`config.mk`:
```
export PLATFORM = sky130hd
export DESIGN_NAME = async_mmap_wr
export DESIGN_NICKNAME = d
export VERILOG_FILES = /design/src/hw/mmap_cfg_pkg.sv /design/src/hw/axi_pkg.sv /design/src/hw/async_mmap_wr.sv /design/src/hw/write_resp_path.sv /design/src/hw/write_data_path.sv /design/src/hw/wlast_gen.sv /design/src/hw/burst_detector.sv /design/src/hw/sync_fifo.sv
export SDC_FILE = /design/constraint.sdc
export NUM_CORES = 2
export LEC_CHECK = 0
export BUFFER_PORTS_ARGS = -buffer_cell sky130_fd_sc_hd__buf_2
export CAP_MARGIN = 0
export CORE_MARGIN = 2
export CORE_UTILIZATION = 60
export CTS_CLUSTER_DIAMETER = 150
export DETAILED_ROUTE_END_ITERATION = 16
export HOLD_SLACK_MARGIN = 0.06
export MAX_ROUTING_LAYER = met4
export PLACE_DENSITY_LB_ADDON = 0.2
export SYNTH_ARGS = -nofsm -noshare
export SYNTH_HDL_FRONTEND = slang
export SYNTH_HIERARCHICAL = 1
export SYNTH_SLANG_ARGS = --single-unit
```
`constraint.sdc`:
```
create_clock -name clk -period 8.6 [get_ports clk]
set_input_delay 0.86 -clock clk [delete_from_list [all_inputs] [get_ports clk]]
set_output_delay 0.86 -clock clk [all_outputs]
set_load 0.005 [all_outputs]
```
`src/hw/mmap_cfg_pkg.sv`:
```
package mmap_cfg_pkg;

  // byte address and data word widths
  localparam int ADDR_W    = 32;
  localparam int DATA_W    = 64;
  // log2 of bytes per data word
  localparam int BYTES_LOG = 3;

  // entries in every queue of the master
  localparam int FIFO_DEPTH = 16;

  // burst inference limits
  localparam int MAX_WAIT      = 3;
  localparam int MAX_BURST_LEN = 15;
  localparam int WAIT_W        = 4;

  typedef logic [ADDR_W-1:0] addr_t;
  typedef logic [DATA_W-1:0] data_t;
  typedef logic [WAIT_W-1:0] wait_t;

endpackage
```
`src/hw/axi_pkg.sv`:
```
package axi_pkg;

  // AXI write address channel fields
  typedef logic [7:0] axi_len_t;
  typedef logic [2:0] axi_size_t;
  typedef logic [1:0] axi_burst_t;

  // burst type codes
  localparam axi_burst_t AXI_BURST_INCR = 2'b01;

  // one inferred burst, as queued for the AW channel
  typedef struct packed {
    mmap_cfg_pkg::addr_t addr;
    axi_len_t            len;
  } burst_req_t;

endpackage

```
`src/hw/async_mmap_wr.sv`:
```
`timescale 1ns/10ps
`default_nettype none

module async_mmap_wr (
  input  logic                  clk,
  input  logic                  rst_n,

  // base of the memory region
  input  mmap_cfg_pkg::addr_t   offset,

  // user pushes word indices and data
  input  mmap_cfg_pkg::addr_t   write_addr_din,
  input  logic                  write_addr_write,
  output logic                  write_addr_full_n,
  input  mmap_cfg_pkg::data_t   write_data_din,
  input  logic                  write_data_write,
  output logic                  write_data_full_n,

  // AW channel
  output logic                  awvalid,
  input  logic                  awready,
  output mmap_cfg_pkg::addr_t   awaddr,
  output axi_pkg::axi_len_t     awlen,
  output axi_pkg::axi_size_t    awsize,
  output axi_pkg::axi_burst_t   awburst,

  // W channel
  output logic                  wvalid,
  input  logic                  wready,
  output mmap_cfg_pkg::data_t   wdata,
  output logic                  wlast,

  // B channel
  input  logic                  bvalid,
  output logic                  bready,

  // user pops completed burst lengths
  output axi_pkg::axi_len_t     write_resp_dout,
  input  logic                  write_resp_read,
  output logic                  write_resp_empty_n
);

  import mmap_cfg_pkg::*;
  import axi_pkg::*;

  // index to byte address
  addr_t      byte_addr;
  addr_t      addr_dout;
  logic       addr_empty_n;
  logic       addr_read;

  burst_req_t req_din;
  logic       req_write;
  logic       req_full_n;
  burst_req_t req_dout;
  logic       aw_pop;

  axi_len_t   len_din;
  logic       len_write;
  logic       len_full_n;
  axi_len_t   len_dout;
  logic       len_empty_n;
  logic       len_read;

  axi_len_t   pend_din;
  logic       pend_write;
  logic       pend_full_n;

  logic       last_din;
  logic       last_write;
  logic       last_full_n;

  assign byte_addr = offset + (write_addr_din << BYTES_LOG);

  sync_fifo #(.payload_t(addr_t)) addr_q (
    .clk    (clk),
    .rst_n  (rst_n),
    .write  (write_addr_write),
    .din    (byte_addr),
    .full_n (write_addr_full_n),
    .read   (addr_read),
    .empty_n(addr_empty_n),
    .dout   (addr_dout)
  );

  burst_detector burst_det_i (
    .clk         (clk),
    .rst_n       (rst_n),
    .addr_dout   (addr_dout),
    .addr_empty_n(addr_empty_n),
    .addr_read   (addr_read),
    .req_din     (req_din),
    .req_full_n  (req_full_n),
    .req_write   (req_write),
    .len_din     (len_din),
    .len_full_n  (len_full_n),
    .len_write   (len_write),
    .pend_din    (pend_din),
    .pend_full_n (pend_full_n),
    .pend_write  (pend_write)
  );

  // AW queue head drives the channel directly
  sync_fifo #(.payload_t(burst_req_t)) aw_q (
    .clk    (clk),
    .rst_n  (rst_n),
    .write  (req_write),
    .din    (req_din),
    .full_n (req_full_n),
    .read   (aw_pop),
    .empty_n(awvalid),
    .dout   (req_dout)
  );

  assign aw_pop  = awvalid && awready;
  assign awaddr  = req_dout.addr;
  assign awlen   = req_dout.len;
  assign awsize  = axi_size_t'(BYTES_LOG);
  assign awburst = AXI_BURST_INCR;

  sync_fifo #(.payload_t(axi_len_t)) len_q (
    .clk    (clk),
    .rst_n  (rst_n),
    .write  (len_write),
    .din    (len_din),
    .full_n (len_full_n),
    .read   (len_read),
    .empty_n(len_empty_n),
    .dout   (len_dout)
  );

  wlast_gen wlast_gen_i (
    .clk        (clk),
    .rst_n      (rst_n),
    .len_dout   (len_dout),
    .len_empty_n(len_empty_n),
    .len_read   (len_read),
    .last_din   (last_din),
    .last_full_n(last_full_n),
    .last_write (last_write)
  );

  write_data_path wr_data_i (
    .clk        (clk),
    .rst_n      (rst_n),
    .data_din   (write_data_din),
    .data_write (write_data_write),
    .data_full_n(write_data_full_n),
    .last_din   (last_din),
    .last_write (last_write),
    .last_full_n(last_full_n),
    .wvalid     (wvalid),
    .wready     (wready),
    .wdata      (wdata),
    .wlast      (wlast)
  );

  write_resp_path wr_resp_i (
    .clk         (clk),
    .rst_n       (rst_n),
    .pend_din    (pend_din),
    .pend_write  (pend_write),
    .pend_full_n (pend_full_n),
    .bvalid      (bvalid),
    .bready      (bready),
    .resp_dout   (write_resp_dout),
    .resp_read   (write_resp_read),
    .resp_empty_n(write_resp_empty_n)
  );

endmodule

`default_nettype wire

```
`src/hw/write_resp_path.sv`:
```
`timescale 1ns/10ps
`default_nettype none

module write_resp_path (
  input  logic              clk,
  input  logic              rst_n,

  // outstanding bursts from the detector
  input  axi_pkg::axi_len_t pend_din,
  input  logic              pend_write,
  output logic              pend_full_n,

  // B channel
  input  logic              bvalid,
  output logic              bready,

  // completed bursts to the user
  output axi_pkg::axi_len_t resp_dout,
  input  logic              resp_read,
  output logic              resp_empty_n
);

  import axi_pkg::*;

  axi_len_t pend_dout;
  logic     pend_empty_n;
  logic     resp_full_n;
  logic     b_xfer;

  // only accept a response that has a burst to pair with
  assign bready = pend_empty_n && resp_full_n;
  assign b_xfer = bvalid && bready;

  sync_fifo #(.payload_t(axi_len_t)) pend_q (
    .clk    (clk),
    .rst_n  (rst_n),
    .write  (pend_write),
    .din    (pend_din),
    .full_n (pend_full_n),
    .read   (b_xfer),
    .empty_n(pend_empty_n),
    .dout   (pend_dout)
  );

  sync_fifo #(.payload_t(axi_len_t)) resp_q (
    .clk    (clk),
    .rst_n  (rst_n),
    .write  (b_xfer),
    .din    (pend_dout),
    .full_n (resp_full_n),
    .read   (resp_read),
    .empty_n(resp_empty_n),
    .dout   (resp_dout)
  );

  // a B transfer consumes an outstanding burst and shows up for the user
  assert property (@(posedge clk) disable iff (!rst_n)
    bready |-> pend_empty_n)
    else $error("write_resp_path: bready without outstanding burst");
  assert property (@(posedge clk) disable iff (!rst_n)
    b_xfer |=> resp_empty_n)
    else $error("write_resp_path: response lost after B transfer");

endmodule

`default_nettype wire

```
`src/hw/write_data_path.sv`:
```
`timescale 1ns/10ps
`default_nettype none

module write_data_path (
  input  logic                clk,
  input  logic                rst_n,

  // user data words
  input  mmap_cfg_pkg::data_t data_din,
  input  logic                data_write,
  output logic                data_full_n,

  // last flags from the generator
  input  logic                last_din,
  input  logic                last_write,
  output logic                last_full_n,

  // W channel
  output logic                wvalid,
  input  logic                wready,
  output mmap_cfg_pkg::data_t wdata,
  output logic                wlast
);

  import mmap_cfg_pkg::*;

  logic data_empty_n;
  logic last_empty_n;
  logic beat_pop;

  // a beat needs both a data word and its flag
  assign wvalid   = data_empty_n && last_empty_n;
  assign beat_pop = wvalid && wready;

  sync_fifo #(.payload_t(data_t)) data_q (
    .clk    (clk),
    .rst_n  (rst_n),
    .write  (data_write),
    .din    (data_din),
    .full_n (data_full_n),
    .read   (beat_pop),
    .empty_n(data_empty_n),
    .dout   (wdata)
  );

  sync_fifo #(.payload_t(logic)) last_q (
    .clk    (clk),
    .rst_n  (rst_n),
    .write  (last_write),
    .din    (last_din),
    .full_n (last_full_n),
    .read   (beat_pop),
    .empty_n(last_empty_n),
    .dout   (wlast)
  );

  assert property (@(posedge clk) disable iff (!rst_n)
    wvalid && !wready |=> wvalid && $stable(wdata) && $stable(wlast))
    else $error("write_data_path: W beat changed while stalled");

endmodule

`default_nettype wire

```
`src/hw/wlast_gen.sv`:
```
`timescale 1ns/10ps
`default_nettype none

module wlast_gen (
  input  logic              clk,
  input  logic              rst_n,

  // burst lengths in
  input  axi_pkg::axi_len_t len_dout,
  input  logic              len_empty_n,
  output logic              len_read,

  // one flag per data beat out
  output logic              last_din,
  input  logic              last_full_n,
  output logic              last_write
);

  import axi_pkg::*;

  // beat index within the current burst
  axi_len_t beat_q;

  assign last_write = len_empty_n && last_full_n;
  assign last_din   = (beat_q == len_dout);
  // length leaves the queue with its final beat
  assign len_read   = last_write && last_din;

  always_ff @(posedge clk) begin
    if (!rst_n) begin
      beat_q <= '0;
    end else if (last_write) begin
      beat_q <= last_din ? '0 : beat_q + 1'b1;
    end
  end

  assert property (@(posedge clk) disable iff (!rst_n)
    len_empty_n |-> beat_q <= len_dout)
    else $error("wlast_gen: beat counter past burst length");

endmodule

`default_nettype wire

```
`src/hw/burst_detector.sv`:
```
`timescale 1ns/10ps
`default_nettype none

module burst_detector (
  input  logic                clk,
  input  logic                rst_n,

  // single byte addresses in
  input  mmap_cfg_pkg::addr_t addr_dout,
  input  logic                addr_empty_n,
  output logic                addr_read,

  // burst requests for the AW channel
  output axi_pkg::burst_req_t req_din,
  input  logic                req_full_n,
  output logic                req_write,

  // burst lengths for the last-flag generator
  output axi_pkg::axi_len_t   len_din,
  input  logic                len_full_n,
  output logic                len_write,

  // burst lengths for response tracking
  output axi_pkg::axi_len_t   pend_din,
  input  logic                pend_full_n,
  output logic                pend_write
);

  import mmap_cfg_pkg::*;
  import axi_pkg::*;

  // the open burst
  logic     open_q;
  addr_t    start_q;
  axi_len_t len_q;
  wait_t    wait_q;

  // registered emission
  logic     emit_q;
  addr_t    out_addr_q;
  axi_len_t out_len_q;

  logic  outs_ready;
  logic  pop;
  logic  extend;
  logic  timeout;
  logic  close_now;
  addr_t next_addr;

  // an emission still in flight has not reached the full_n inputs yet
  assign outs_ready = req_full_n && len_full_n && pend_full_n && !emit_q;
  assign pop        = addr_empty_n && outs_ready;
  assign addr_read  = pop;

  always_comb begin
    next_addr = start_q + ((addr_t'(len_q) + addr_t'(1)) << BYTES_LOG);
    extend    = open_q && (addr_dout == next_addr) &&
                (len_q < axi_len_t'(MAX_BURST_LEN));
    timeout   = !pop && outs_ready && (wait_q == wait_t'(MAX_WAIT));
    close_now = open_q && ((pop && !extend) || timeout);
  end

  always_ff @(posedge clk) begin
    if (!rst_n) begin
      open_q <= 1'b0;
      len_q  <= '0;
      wait_q <= '0;
      emit_q <= 1'b0;
    end else begin
      emit_q <= close_now;
      if (pop) begin
        wait_q <= '0;
        if (extend) begin
          len_q <= len_q + 1'b1;
        end else begin
          // this address opens a fresh burst
          open_q <= 1'b1;
          len_q  <= '0;
        end
      end else if (close_now) begin
        open_q <= 1'b0;
        wait_q <= '0;
      end else if (open_q && wait_q != wait_t'(MAX_WAIT)) begin
        wait_q <= wait_q + 1'b1;
      end
    end
  end

  always_ff @(posedge clk) begin
    if (pop && !extend) begin
      start_q <= addr_dout;
    end
    if (close_now) begin
      out_addr_q <= start_q;
      out_len_q  <= len_q;
    end
  end

  assign req_din    = '{addr: out_addr_q, len: out_len_q};
  assign req_write  = emit_q;
  assign len_din    = out_len_q;
  assign len_write  = emit_q;
  assign pend_din   = out_len_q;
  assign pend_write = emit_q;

  assert property (@(posedge clk) disable iff (!rst_n)
    emit_q |-> out_len_q <= axi_len_t'(MAX_BURST_LEN))
    else $error("burst_detector: emitted length above limit");

endmodule

`default_nettype wire

```
`src/hw/sync_fifo.sv`:
```
`timescale 1ns/10ps
`default_nettype none

module sync_fifo #(
  parameter type payload_t = logic
) (
  input  logic     clk,
  input  logic     rst_n,
  input  logic     write,
  input  payload_t din,
  output logic     full_n,
  input  logic     read,
  output logic     empty_n,
  output payload_t dout
);

  import mmap_cfg_pkg::*;

  localparam int PTR_W = $clog2(FIFO_DEPTH);
  localparam int CNT_W = $clog2(FIFO_DEPTH + 1);

  payload_t   mem [FIFO_DEPTH];
  logic [PTR_W-1:0] wr_ptr_q;
  logic [PTR_W-1:0] rd_ptr_q;
  logic [CNT_W-1:0] count_q;
  logic             push;
  logic             pop;

  assign full_n  = (count_q != CNT_W'(FIFO_DEPTH));
  assign empty_n = (count_q != '0);
  // head entry is visible without a pop
  assign dout    = mem[rd_ptr_q];

  assign push = write && full_n;
  assign pop  = read && empty_n;

  always_ff @(posedge clk) begin
    if (!rst_n) begin
      wr_ptr_q <= '0;
      rd_ptr_q <= '0;
      count_q  <= '0;
    end else begin
      if (push) begin
        wr_ptr_q <= (wr_ptr_q == PTR_W'(FIFO_DEPTH - 1)) ? '0 : wr_ptr_q + 1'b1;
      end
      if (pop) begin
        rd_ptr_q <= (rd_ptr_q == PTR_W'(FIFO_DEPTH - 1)) ? '0 : rd_ptr_q + 1'b1;
      end
      // simultaneous push and pop leave the count alone
      if (push && !pop) begin
        count_q <= count_q + 1'b1;
      end else if (pop && !push) begin
        count_q <= count_q - 1'b1;
      end
    end
  end

  always_ff @(posedge clk) begin
    if (push) begin
      mem[wr_ptr_q] <= din;
    end
  end

  // callers must respect the handshake
  assert property (@(posedge clk) disable iff (!rst_n) !(write && !full_n))
    else $error("sync_fifo: push while full");
  assert property (@(posedge clk) disable iff (!rst_n) !(read && !empty_n))
    else $error("sync_fifo: pop while empty");

endmodule

`default_nettype wire

```
==> tab_implementation.tex <==
\begin{tabular}{lr}
\hline
Metric & Value \\
\hline
\multicolumn{2}{l}{\textbf{Status}} \\
\quad Outcome & finished clean \\
\multicolumn{2}{l}{\textbf{Yosys}} \\
\quad Fraction of the mapped netlist area in adder cells & 1.35\% \\
\quad Combinational family with the most area after synthesis & multiplexers \\
\quad Synthesis-stage register bit count & 2789 \\
\quad Area fraction of the dominant cell type after synthesis & 72.5\% \\
\quad Post-synthesis cell type with the largest combined area & edfxtp\_1 \\
\quad Library cells used by synthesis & 97 \\
\quad Fraction of synthesized area in multiplexers & 13.6\% \\
\quad Basic-gate share of the synthesized area counting and, or, nand and nor cells & 3.44\% \\
\quad Top post-synthesis cells by area & edfxtp\_1, mux4\_2, dfxtp\_1 \\
\quad Syn avg cell area & 20.4 um\^{}2 \\
\quad Synth Instances & 5386 \\
\quad Proportion of register bits with asynchronous set or reset after synthesis & 0\% \\
\quad Mapped Area & 110000 um\^{}2 \\
\quad XOR/XNOR Fraction of Synth Area & 0.939\% \\
\quad Number of synthesis warnings & 6 \\
\quad Part of the Yosys area used for sequential elements & 75.1\% \\
\quad Post-synth EDFFs & 2648 \\
\quad Ys flop type & edfxtp\_1 \\
\quad Synth Area in Compound Gates & 4.11\% \\
\multicolumn{2}{l}{\textbf{STA}} \\
\quad Post-route clock period utilization & 61.0\% \\
\quad Final Hold Violating Endpoints & 0 \\
\quad Slew @ Worst Pin & 1.39 ns \\
\quad Post-route setup TNS & 0 ns \\
\quad Post-layout min period & 5.24 ns \\
\quad Highest Clock Rate & 0.191 GHz \\
\quad Max-slew violation count & 0 \\
\quad Setup repair after global routing missed its margin & no \\
\quad Final-report setup violation count & 0 \\
\quad Max transition margin & 6.80\% \\
\quad Final Worst Setup Slack & 3.36 ns \\
\quad Clock Skew & 0.0327 ns \\
\multicolumn{2}{l}{\textbf{Worst setup path}} \\
\quad Slowest library cell on the worst path & dfxtp\_4 \\
\quad Cell depth of the worst flop-to-flop path & 12 \\
\quad Critical Path Max Stage Delay & 0.70 ns \\
\quad Top cell family by delay on the critical path & compound AO/OA/AOI/OAI gates \\
\quad Buf+Inv Stages, Crit Path & 2 \\
\quad Most repeated library cell on the critical path & buf\_4 \\
\quad Crit-path max FO & 40 \\
\quad WP data required & 9.15 ns \\
\quad CP cell instances & buf\_4 > buf\_4 > mux4\_2 > a22oi\_1 > nand2\_1 > xor2\_1 > nor4b\_2 > a41oi\_1 > a2111o\_1 > nor4\_4 > nor2\_4 > o21a\_2 \\
\quad Internal reg-to-reg setup slack & 3.36 ns \\
\quad Endpoint kind of the worst setup timing path & register \\
\quad Instance count on the critical path & 12 \\
\quad Worst Setup Path Type & reg2reg \\
\quad WP data arrival & 5.79 ns \\
\quad Critical path launch point type & register \\
\multicolumn{2}{l}{\textbf{Clock network}} \\
\quad Root Driver & clkbuf\_16 \\
\quad Gates resized, CTS repair & 0 \\
\quad Number of buffers between clock root and the deepest sink & 4 \\
\quad Number of H-tree levels & 5 \\
\quad Clock buffers created by TritonCTS & 290 \\
\quad Reg clk slew, reported paths & 0.06 ns \\
\quad Count of buffers added by post-CTS timing repair for setup & 0 \\
\quad Total number of clock tree sinks & 2789 \\
\quad Number of hold-repair buffers added at the cts stage & 0 \\
\quad Clock tree from TritonCTS & yes \\
\quad Clk\_lat worst skew & 0.92 ns \\
\multicolumn{2}{l}{\textbf{GRT}} \\
\quad First-pass GRT wire length & 352000 um \\
\quad Number of antenna violations at the first check in global routing & 29 \\
\quad Overflow left after global routing & 0 \\
\quad Global routing usage on met2 & 41.3\% \\
\quad GRT Max-Usage Layer & met2 \\
\quad Met3 usage & 3.87\% \\
\quad Maximum number of pins on one net before global-route repair & 111 \\
\quad Vias in the first global route & 54600 \\
\quad Total routing usage reported by global routing & 26.4\% \\
\quad Global routing met1 resource utilization & 36.9\% \\
\multicolumn{2}{l}{\textbf{Power and ir drop}} \\
\quad Tot Pwr & 0.0347 W \\
\quad Fraction of power consumed by combinational cells & 17.7\% \\
\quad PwrDens & 284 nW/um\^{}2 \\
\quad Switching part of the total & 26.2\% \\
\quad Seq pwr share & 49.0\% \\
\quad Power share of the clock group & 33.3\% \\
\quad Largest vdd supply drop & 0.000209 V \\
\quad Leak & 39.0 nW \\
\quad Switching pwr & 0.00910 W \\
\quad Internal Dissipation & 0.0257 W \\
\multicolumn{2}{l}{\textbf{Cells and area}} \\
\quad Number of nets in the finished design & 6011 \\
\quad Most frequent standard cell in the layout excluding fill and tap cells & edfxtp\_1 \\
\quad Most frequent cells in the layout & edfxtp\_1, mux4\_2, a22oi\_1, nand2\_1, clkbuf\_16 \\
\quad Total non-filler cell area in the finished layout & 122000 um\^{}2 \\
\quad Share of cells above drive strength 1 & 25.7\% \\
\quad Area growth, synth to finish & 11.6\% \\
\multicolumn{2}{l}{\textbf{Routing}} \\
\quad Total DRC errors in the routed layout & 0 \\
\quad Per-cell routed wire length & 28.4 um \\
\quad Via Count & 54000 \\
\quad Final antenna-violating net count & 0 \\
\quad Number of vias per cell after detailed routing & 6.48 \\
\quad Total length of routed wires & 237000 um \\
\quad Detailed-router iteration count before antenna repair & 5 \\
\quad 1st-iter DRT viols & 5826 \\
\multicolumn{2}{l}{\textbf{Hold path}} \\
\quad Worst min-delay path startpoint & write\_data\_din[34] \\
\quad Hold path cells & 1 \\
\quad Path category of the worst min-delay check & in2reg \\
\multicolumn{2}{l}{\textbf{Floorplanning}} \\
\quad Core outline area & 181000 um\^{}2 \\
\quad Die area & 186000 um\^{}2 \\
\quad Site Rows & 156 \\
\quad Die Height & 431 um \\
\quad Horizontal die dimension & 431 um \\
\quad Number of I/O pins & 260 \\
\quad Initial Utilization & 60.5\% \\
\multicolumn{2}{l}{\textbf{Placement}} \\
\quad Placer congestion estimate & 0.841 \\
\quad Half-perimeter wire length after detailed placement & 125000 um \\
\quad PortBufs & 251 \\
\quad Instance area after placement & 114000 um\^{}2 \\
\quad Worst slack after detailed placement & 3.26 ns \\
\multicolumn{2}{l}{\textbf{Flow run}} \\
\quad Max-cap violation count & 0 \\
\hline
\end{tabular}
## cell usage after synthesis, drive strengths merged (18+ instances only)
library cell	n
a22oi	321
mux4	645
dfxtp	141
xnor2	83
nand2b	23
nor3	40
buf	135
and3	19
o21ai	45
edfxtp	2648
nor2	110
a21boi	19
and2	67
mux2i	40
a211oi	18
xor2	32
a21oi	66
ha	104
nand4	18
nand3	63
a21o	27
clkbuf	151
nor2b	44
a31oi	26
inv	45
nand2	300
## worst register-to-register path: cells and delay by family (launching register included)
kind / cells / cell delay, ns
multiplexers: 1 / 0.57
AO/OA/AOI/OAI: 4 / 1.28
flip-flops: 1 / 0.70
AND/OR/NAND/NOR: 4 / 0.94
buffers and inverters: 2 / 1.18
XOR/XNOR: 1 / 0.22
## registers in the layout, indices dropped and copies added, names as in the netlist, 5 cells and up, named ones only
register	flops
addr_q/count_q	5
addr_q/mem	512
aw_q/count_q	5
aw_q/mem	640
burst_det_i/len_din	8
burst_det_i/len_q	8
burst_det_i/out_addr_q	32
burst_det_i/start_q	32
len_q/count_q	5
len_q/mem	128
wlast_gen_i/beat_q	8
wr_data_i/data_q/count_q	5
wr_data_i/data_q/mem	1024
wr_data_i/last_q/count_q	5
wr_data_i/last_q/mem	16
wr_resp_i/pend_q/count_q	5
wr_resp_i/pend_q/mem	128
wr_resp_i/resp_q/count_q	5
wr_resp_i/resp_q/mem	128
## path summary, 6_finish.rpt
| path | to |
|---|---|
| max | burst_det_i/out_addr_q[16] |
| max reg2reg | burst_det_i/out_addr_q[16] |
| min reg2reg | burst_det_i/out_addr_q[3] |
| min | wr_data_i/data_q/mem[2][34] |
## routing by layer
layer | routed length (um) | vias up
li1 | - | 23100
met1 | 95300 | 28200
met2 | 117000 | 2335
met3 | 18400 | 428
met4 | 6780 | 0
met5 | 0 | -
## per-stage QoR
step                util, %  cells  hold WS [ns]
global placement       62.8   7840         0.444
finish                 67.6   8343         0.309
detailed placement     62.8   7840         0.455
floorplan                 -   5389         0.406
global route           67.6   8340         0.278
CTS                    67.6   8320         0.247
## power groups by stage
stage | Combinational, W | Sequential (W) | Clock [W]
after global placement | 0.00609 | 0.0172 | 0
after floorplan | 0.00458 | 0.0170 | 0
final | 0.00614 | 0.0170 | 0.0116
after global routing | 0.00670 | 0.0171 | 0.0122
after detailed placement | 0.00621 | 0.0173 | 0
after CTS | 0.00625 | 0.0170 | 0.0117
## area by class of cell
| type | count | area, um^2 |
|---|---|---|
| tap | 2370 | 2970 |
| inverter | 45 | 169 |
| clock inverter | 120 | 865 |
| multi-input combinational | 2269 | 26100 |
| clock buffer | 360 | 7750 |
| timing repair buffer | 367 | 2150 |
| antenna | 23 | 57.6 |
| sequential | 2789 | 82400 |
| fill | 11300 | 58700 |
## logic make-up after synthesis
family,count (synthesis)
AO/OA/AOI/OAI,597
XOR/XNOR,115
adder cells (fa/ha/maj),113
buffers and inverters,331
flip-flops,2789
multiplexers,686
other,2
AND/OR/NAND/NOR,753
Note: power is estimated with default switching activity, not from simulation.
